==> src/mem_stall_gen.sv <==
// ====================================================================
// grant stall injector between a core port and the memory
// a 16-bit LFSR hides the request in random cycles while enabled
// ====================================================================

`timescale 1ns/1ps

module mem_stall_gen #(
    parameter type         req_t = logic,
    parameter logic [15:0] SEED  = 16'hace1
) (
    input  logic clk_i,
    input  logic rst_i,
    input  logic stall_en_i,
    // core side
    input  logic core_req_i,
    input  req_t core_pay_i,
    output logic core_gnt_o,
    // memory side
    output logic mem_req_o,
    output req_t mem_pay_o,
    input  logic mem_gnt_i
);

    logic [15:0] lfsr_q;
    logic        lfsr_fb;
    logic        stall;

    // taps 16, 14, 13 and 11 give the maximal length sequence
    assign lfsr_fb = lfsr_q[15] ^ lfsr_q[13] ^ lfsr_q[12] ^ lfsr_q[10];

    // free running, also while stalls are switched off
    always_ff @(posedge clk_i) begin
        if (rst_i) begin
            lfsr_q <= SEED;
        end else begin
            lfsr_q <= {lfsr_q[14:0], lfsr_fb};
        end
    end

    assign stall = stall_en_i & lfsr_q[0];

    // memory never sees a stalled request, so it cannot grant it
    assign mem_req_o  = core_req_i & ~stall;
    assign mem_pay_o  = core_pay_i;
    assign core_gnt_o = mem_gnt_i & ~stall;

    // all-zero state would lock up the LFSR and silently disable stalls
    a_lfsr_alive: assert property (
        @(posedge clk_i) disable iff (rst_i)
        lfsr_q != 16'h0000
    ) else $error("stall LFSR stuck at zero, check SEED");

    // a grant reaching the core must belong to a live request
    a_gnt_has_req: assert property (
        @(posedge clk_i) disable iff (rst_i)
        core_gnt_o |-> core_req_i
    ) else $error("grant without request");

    // core holds its request and payload until the grant
    a_req_held: assert property (
        @(posedge clk_i) disable iff (rst_i)
        core_req_i && !core_gnt_o |=> core_req_i && $stable(core_pay_i)
    ) else $error("request dropped or changed before grant");

endmodule

==> config.mk <==
export PLATFORM = sky130hd
export DESIGN_NAME = mem_stall_gen
export DESIGN_NICKNAME = d
export VERILOG_FILES = /design/src/mem_stall_gen.sv
export SDC_FILE = /design/constraint.sdc
export NUM_CORES = 1
export LEC_CHECK = 0
export ABC_AREA = 1
export BUFFER_PORTS_ARGS = -buffer_cell sky130_fd_sc_hd__buf_2
export CAP_MARGIN = 25
export CORE_AREA = 2 2 39 41
export CTS_CLUSTER_DIAMETER = 100
export DETAILED_ROUTE_END_ITERATION = 6
export DIE_AREA = 0 0 41 43
export PLACE_DENSITY = 0.62
export SLEW_MARGIN = 25
export SYNTH_ARGS = -nofsm -noshare
export SYNTH_HDL_FRONTEND = slang
export SYNTH_SLANG_ARGS = --single-unit
==> constraint.sdc <==
create_clock -name clk_i -period 0.91 [get_ports clk_i]
set_clock_uncertainty 0.1 [all_clocks]
set_input_delay 0.0455 -clock clk_i [delete_from_list [all_inputs] [get_ports clk_i]]
set_output_delay 0.0455 -clock clk_i [all_outputs]
set_load 0.01 [all_outputs]
==> out/results.ini <==
[route]
drt_iter0_drc=5
dr.pass1.iters=2
remaining_drc_errors=0
routedWlPerCell_um=8.22
num_vias=365
avgViaCountPerCell=4.06
drt-total-wl_um=740
ant_nets=0

[global_route]
grt_max_degree=15
antenna_found_initial=0
grt.total_usage=0.100
grt.overflow.total=0
grt_pass1_wl_um=1120
grt_pass1_vias=293

[place]
port_buffers=6
placedInstanceArea_sq_um=557
dp_slack_ns=0.0620
dpl.cell_count=82
place.detailed.hpwl_um=455
gp_congestion=0.686

[clock_network]
worstSkewPairLatency_ns=0.28
cts_made_buffers=3
clockBufferDepth=2
h-tree-depth=1
cts_tree=built
cts.clk_slew.worst_paths_ns=0.09
cts_setup_buffers=0
clock-sinks=16
root_buffer=clkbuf_4

[sta]
holdWs_ns=-0.0486
fin_setup_tns_ns=-0.184
layout_setup_ws_ns=-0.0996
finalHoldViolCount=7
finalSetupViolations=2
tightest_slew_ns=0.201
fmax_mhz=991
period_share=1.11
slew_headroom=0.866
layout_min_cycle_time_ns=1.01
slew_viol_final=0
rsz0062_at_grt=true

[final_layout]
layout_commonest_cell=nand2_1
area_growth_pct=22.4
largest_reg_flops=16
regMostFlops=lfsr_q
fin_nets=81
finalInstanceArea_sq_um=643
reg_top3=lfsr_q x16
drive_gt1_frac=0.270
fin_cells=90
diodes=0
final_cell_mix=nand2_1 (16), inv_1 (12), dfxtp_1 (11)
n_fill_cell=142

[synth]
ys_ff_latch=16
synth_cell_type_count=10
synth_top_area_frac=0.610
synthTopCellsByArea=dfxtp_1 (61%), nand2_1 (11%), inv_1 (8.6%)
synth_nets=68
synth_top_area_cell=dfxtp_1
syn_area_per_cell_sq_um=8.48
yosysSeqAreaShare=0.610
yosys_warnings=0
synthCells=62
netlist_area_sq_um=526

[die]
fp.dieH_um=43
num_rows=14
core_area_sq_um=1380
start_util=0.380
io_pins=9
die_area_sq_um=1760
die_w_um=41

[worst_setup_path]
worst-r2r-setup-slack_ns=0.08
cp_max_fo=3
worst_setup_path_end_kind=primary output
required_ns=0.76
timing_worst_setup_path_type=reg2out
worstPathArrival_ns=0.86
start_kind=flop

[job]
cap_viol_max_count=0

[worst_hold_path]
min-delay-path-class=in2reg

[power]
leakagePower_nw=0.342
peakVddDrop_v=0.000987
powerDensity_nw_per_um2=2070

[outcome]
status=complete, but fails checks
violations=hold timing, setup timing

[worst paths after layout]
| path | cells after the start | start | to |
|---|---|---|---|
| worst max-delay path | 2 | lfsr_q[0] | mem_req_o |
| worst min-delay path | 2 | rst_i | lfsr_q[7] |
| worst max register to register | 5 | lfsr_q[12] | lfsr_q[0] |
| worst min register to register | 2 | lfsr_q[11] | lfsr_q[12] |
[kinds of logic after synthesis]
logic type,count (synthesis),synth area share
AND/OR/NAND/NOR,30,0.240
flip-flops,16,0.610
buffers and inverters,14,0.121
AO/OA/AOI/OAI,2,0.0286
[metal layers]
layer | share of wire | track usage | up-vias | wire length, um
met4 | 0.0068 | 0.0800 | 0 | 5
met3 | 0.026 | 0.0471 | 2 | 19
met2 | 0.45 | 0.125 | 3 | 336
met1 | 0.51 | 0.126 | 156 | 379
li1 | - | - | 204 | -
met5 | 0 | 0 | - | 0
[per-stage QoR]
stage	utilization	power [mW]
finish	0.465	1.33
global route	0.465	1.40
CTS	0.437	1.33
detailed placement	0.402	0.873
global placement	0.402	0.871
floorplan	-	0.852
[critical path, cell delays in order, from the launching register on]
cell and delay [ns]:
dfxtp_2 0.34, a21boi_1 0.11, buf_2 0.14
[synthesized netlist by cell type, drive strengths merged]
library cell / n
a21boi: 2
buf: 2
dfxtp: 16
nor2: 8
nand3: 1
or2: 5
inv: 12
nand2: 16
[layout make-up]
cell class / instances / area, sq um / share of cell area
Multi-Input combinational cell: 32 / 145 / 0.226
Inverter: 12 / 45.0 / 0.0700
Tap cell: 16 / 20.0 / 0.0311
Clock buffer: 4 / 36.3 / 0.0564
Sequential cell: 16 / 327 / 0.508
Timing Repair Buffer: 10 / 70.1 / 0.109
[repair_timing]
item | 4_1_cts | 5_1_grt
hold buffers | 1 | 3
setup endpoints to repair | 2 | 3
hold endpoints to repair | 8 | 3
gates resized for setup | 3 | 5
[where the power goes]
part           leakage [nW]  total, mW  internal (mW)  switching (mW)
combinational         0.188      0.112         0.0558          0.0561
clock                0.0210      0.449          0.243           0.206
sequential            0.133      0.768          0.749          0.0194
(Power assumes the default switching activity.)
