===== config.mk =====
export PLATFORM = sky130hd
export DESIGN_NAME = rtc_timer
export DESIGN_NICKNAME = d
export VERILOG_FILES = /design/src/rtc_timer.sv
export SDC_FILE = /design/constraint.sdc
export NUM_CORES = 1
export LEC_CHECK = 0
export BUFFER_PORTS_ARGS = -buffer_cell sky130_fd_sc_hd__buf_2
export CAP_MARGIN = 40
export CORE_UTILIZATION = 30
export CTS_CLUSTER_DIAMETER = 60
export CTS_CLUSTER_SIZE = 28
export DETAILED_ROUTE_END_ITERATION = 10
export GPL_TIMING_DRIVEN = 0
export SETUP_SLACK_MARGIN = 0.3
export SLEW_MARGIN = 20
export SYNTH_ARGS = -nofsm -noshare
export SYNTH_HDL_FRONTEND = slang
export SYNTH_SLANG_ARGS = --single-unit

===== constraint.sdc =====
create_clock -name clk_i -period 4.9 [get_ports clk_i]
set_clock_uncertainty 0.2 [all_clocks]
set_input_delay 0.98 -clock clk_i [delete_from_list [all_inputs] [get_ports clk_i]]
set_output_delay 0.98 -clock clk_i [all_outputs]
set_load 0.05 [all_outputs]

===== src/rtc_timer.sv =====
// ====================================================================
// real-time counter, 64-bit time value behind a clock prescaler
// ====================================================================

`timescale 1ns/1ps

module rtc_timer #(
    parameter int unsigned RTC_DIV = 16
) (
    input  logic        clk_i,
    input  logic        rst_i,
    output logic [63:0] time_o
);

    localparam int unsigned PW = (RTC_DIV > 1) ? $clog2(RTC_DIV) : 1;

    logic [PW-1:0] presc_q;
    logic          tick;

    // last prescaler count, time advances here
    assign tick = (presc_q == PW'(RTC_DIV - 1));

    always_ff @(posedge clk_i) begin
        if (rst_i) begin
            presc_q <= '0;
            time_o  <= '0;
        end else if (tick) begin
            presc_q <= '0;
            time_o  <= time_o + 64'd1;
        end else begin
            presc_q <= presc_q + 1'b1;
        end
    end

    a_div_valid: assert property (
        @(posedge clk_i) disable iff (rst_i)
        RTC_DIV >= 1
    ) else $error("RTC_DIV must be at least 1");

endmodule


==> flow_summary.toml <==
[clocking]
cts_hold_buffers = 0
cts_root_buf = "clkbuf_8"
cts.sinks = 68
tritoncts = "built"
cts_setup_buffers = 0
clock_latency_ps = 350
clkTransAtPathRegs_ps = 70
cts_buffers = 9
post_cts_resized = 0
cts_htree_levels = 3
clock_path_buffers = 2

[sta]
post-route-min-period_ps = 2810
hold_viol = 0
final_max_slew_viol_count = 0
slew_headroom_pct = 59.0
fmax_mhz = 356
setup_viol = 0
tightest_slew_ps = 609
fin_tns_setup_ps = 0
period_share_pct = 57.3
rsz0062_at_grt = "false"
hold_slack_ps = 294

[run]
max_cap_viol_count = 0

[synthesis]
synth_area_sq_mm = 0.00332
ys_top_cells_by_area = "dfxtp_1 41%, xnor2_1 6.1%, nor2_1 5.0%"
yosysSeqAreaShare_pct = 41.1
ys_ff_latch = 68
synthCells = 399
synth_area_leader_cell = "dfxtp_1"
ys_warn_count = 0
synth_edf_count = 0
synth_most_common_cell = "dfxtp_1"
ys_types = 39
async_flop_share_pct = 0
synth_top_cell_area_share_pct = 41.1
ys.flop_type = "dfxtp_1"
syn_avg_cell_area_sq_um = 8.31
synth_common_cells = "68 x dfxtp_1, 44 x nor2_1, 38 x nand2_1"
syn-num-nets = 403

[global_routing]
antenna_found_initial = 0
grtUsageTotal_pct = 16.7
grt_pass1_wl_mm = 15.1
met2_usage_pct = 27.1
grt_pass1_vias = 3068
top_usage_layer = "met2"
met3_usage_pct = 4.26
grtUsageMet1_pct = 21.8
globalRouteOverflowTotal = 0
grt_max_degree = 12

[die]
die-area_sq_mm = 0.0115
ios = 66
start_util_pct = 30.7
placementRows = 38
fp.dieW_microns = 107
die_h_microns = 107
core_area_sq_mm = 0.0108

[power_and_ir_drop]
powerDensity_mw_per_mm2 = 247
power.leakage_nw = 1.44
ir_drop_mv = 0.149

[drt]
drt_first_pass_iters = 4
drt_wl_total_mm = 9.32
wl_per_cell_microns = 15.0
drc_errors = 0
ant_nets = 0
viasPerCell = 5.24
via_count = 3256
first_iter_violations = 146

[final_layout]
diodes = 0
layout-drive-gt1-share_pct = 18.9
nets = 480
area_growth_pct = 20.4

[placed_design]
globalplace.congestion = 0.803
dp_hpwl_mm = 6.85
portBuffers = 64

[critical_path]
end_kind = "flop"
reg2reg_slack_ps = 2090
r2r_end = "time_o[62]$_SDFFE_PP0P_"
critPathMaxFanout = 10
start_kind = "flop"
required_ps = 4900
cp.arrival_ps = 2810
reg2reg_from = "presc_q[0]$_SDFF_PP0_"
critical_path_class = "reg -> reg"
ff2ff_path_depth = 8

[hold_path]
hold_path_end = "time_o[63]$_SDFFE_PP0P_"
hold_path_class = "reg -> reg"
worstHoldPathCells = 2
worst_hold_startpoint = "time_o[63]$_SDFFE_PP0P_"

[run_status]
status = "completed"
## placed cells by master, fill, tap and decap left out, types with 2 or more instances in the layout
master and count:
and3_1 14, nand3_1 21, ha_1 2, nand4b_1 2
buf_2 67, buf_1 2, dfxtp_1 68, or3_1 17
nand4_1 18, nand2_1 38, o41ai_1 2, o21ai_0 18
a21oi_1 31, or4_1 10, xnor2_1 23, xor2_1 10
o21ba_2 2, o31ai_1 9, clkbuf_1 11, nand4_2 2
and2_1 4, clkinvlp_4 2, nor4_1 11, clkinv_2 2
nor3_1 10, clkbuf_8 10, and4_1 10, nor2_1 44
nor4_2 2, nor3b_1 2, inv_1 6
## registers in the layout, summed over array words and instances (netlist names)
register  cells
presc_q       4
time_o       64
## how the worst max path moves through the flow
stage | cells past startpoint | startpoint | end | slack (ps)
after floorplan | 6 | time_o[3]$_SDFFE_PP0P_ | time_o[50]$_SDFFE_PP0P_ | 2150
after global placement | 6 | presc_q[0]$_SDFF_PP0_ | time_o[59]$_SDFFE_PP0P_ | 1950
after detailed placement | 8 | presc_q[0]$_SDFF_PP0_ | time_o[62]$_SDFFE_PP0P_ | 2100
after CTS | 8 | presc_q[0]$_SDFF_PP0_ | time_o[62]$_SDFFE_PP0P_ | 2080
after global routing | 8 | presc_q[0]$_SDFF_PP0_ | time_o[62]$_SDFFE_PP0P_ | 1900
final | 8 | presc_q[0]$_SDFF_PP0_ | time_o[62]$_SDFFE_PP0P_ | 2090
## worst max-delay path: stages, from the launching register on
cell and delay, ps:
dfxtp_1 380, ha_1 260, and4_4 290, nand4_4 170
or4_1 530, buf_2 180, clkbuf_1 270, o31ai_1 300
a21oi_1 90
## power by group
part | internal (W) | switching [W]
combinational | 0.00000405 | 0.0000124
sequential | 0.000554 | 0.00000225
clock | 0.000196 | 0.000217
## cell families (layout without fill, tap and decap cells)
logic type,count (synthesis),after routing,synth area share (%)
xor gates and xnor gates,33,33,8.72
DFF,68,68,41.1
AOI/OAI and AO/OA,64,64,11.0
and+or+nand+nor,212,212,35.8
muxes,1,1,0.302
buffers and inverters,19,101,2.41
adders and majority gates,2,2,0.755
## cell type report
type | instances | area [sq um]
flip-flops and latches | 68 | 1360
repair buffers | 66 | 330
fillers | 1133 | 6800
clock inverters | 4 | 25.0
well taps | 140 | 175
clock buffers | 12 | 145
multi-input cells | 312 | 1870
inverters | 6 | 22.5
plain buffers | 13 | 57.6
## per-stage QoR
step                worst slack [ps]  util, %  area [sq um]  total power, W  std cells
floorplan                       2150        -          3320        0.000580        399
global placement                1950     35.3          3810        0.000586        603
detailed placement              2100     35.4          3820        0.000586        605
CTS                             2080     37.0          3990        0.000996        621
global route                    1900     37.0          3990         0.00102        621
finish                          2090     37.0          3990        0.000986        621
## layer usage
layer / share of wire [%] / up-vias
li1: - / 1628
met1: 47 / 1529
met2: 45 / 93
met3: 6.9 / 6
met4: 0.69 / 0
met5: 0 / -
No activity file was read; power rests on OpenSTA's default activity.
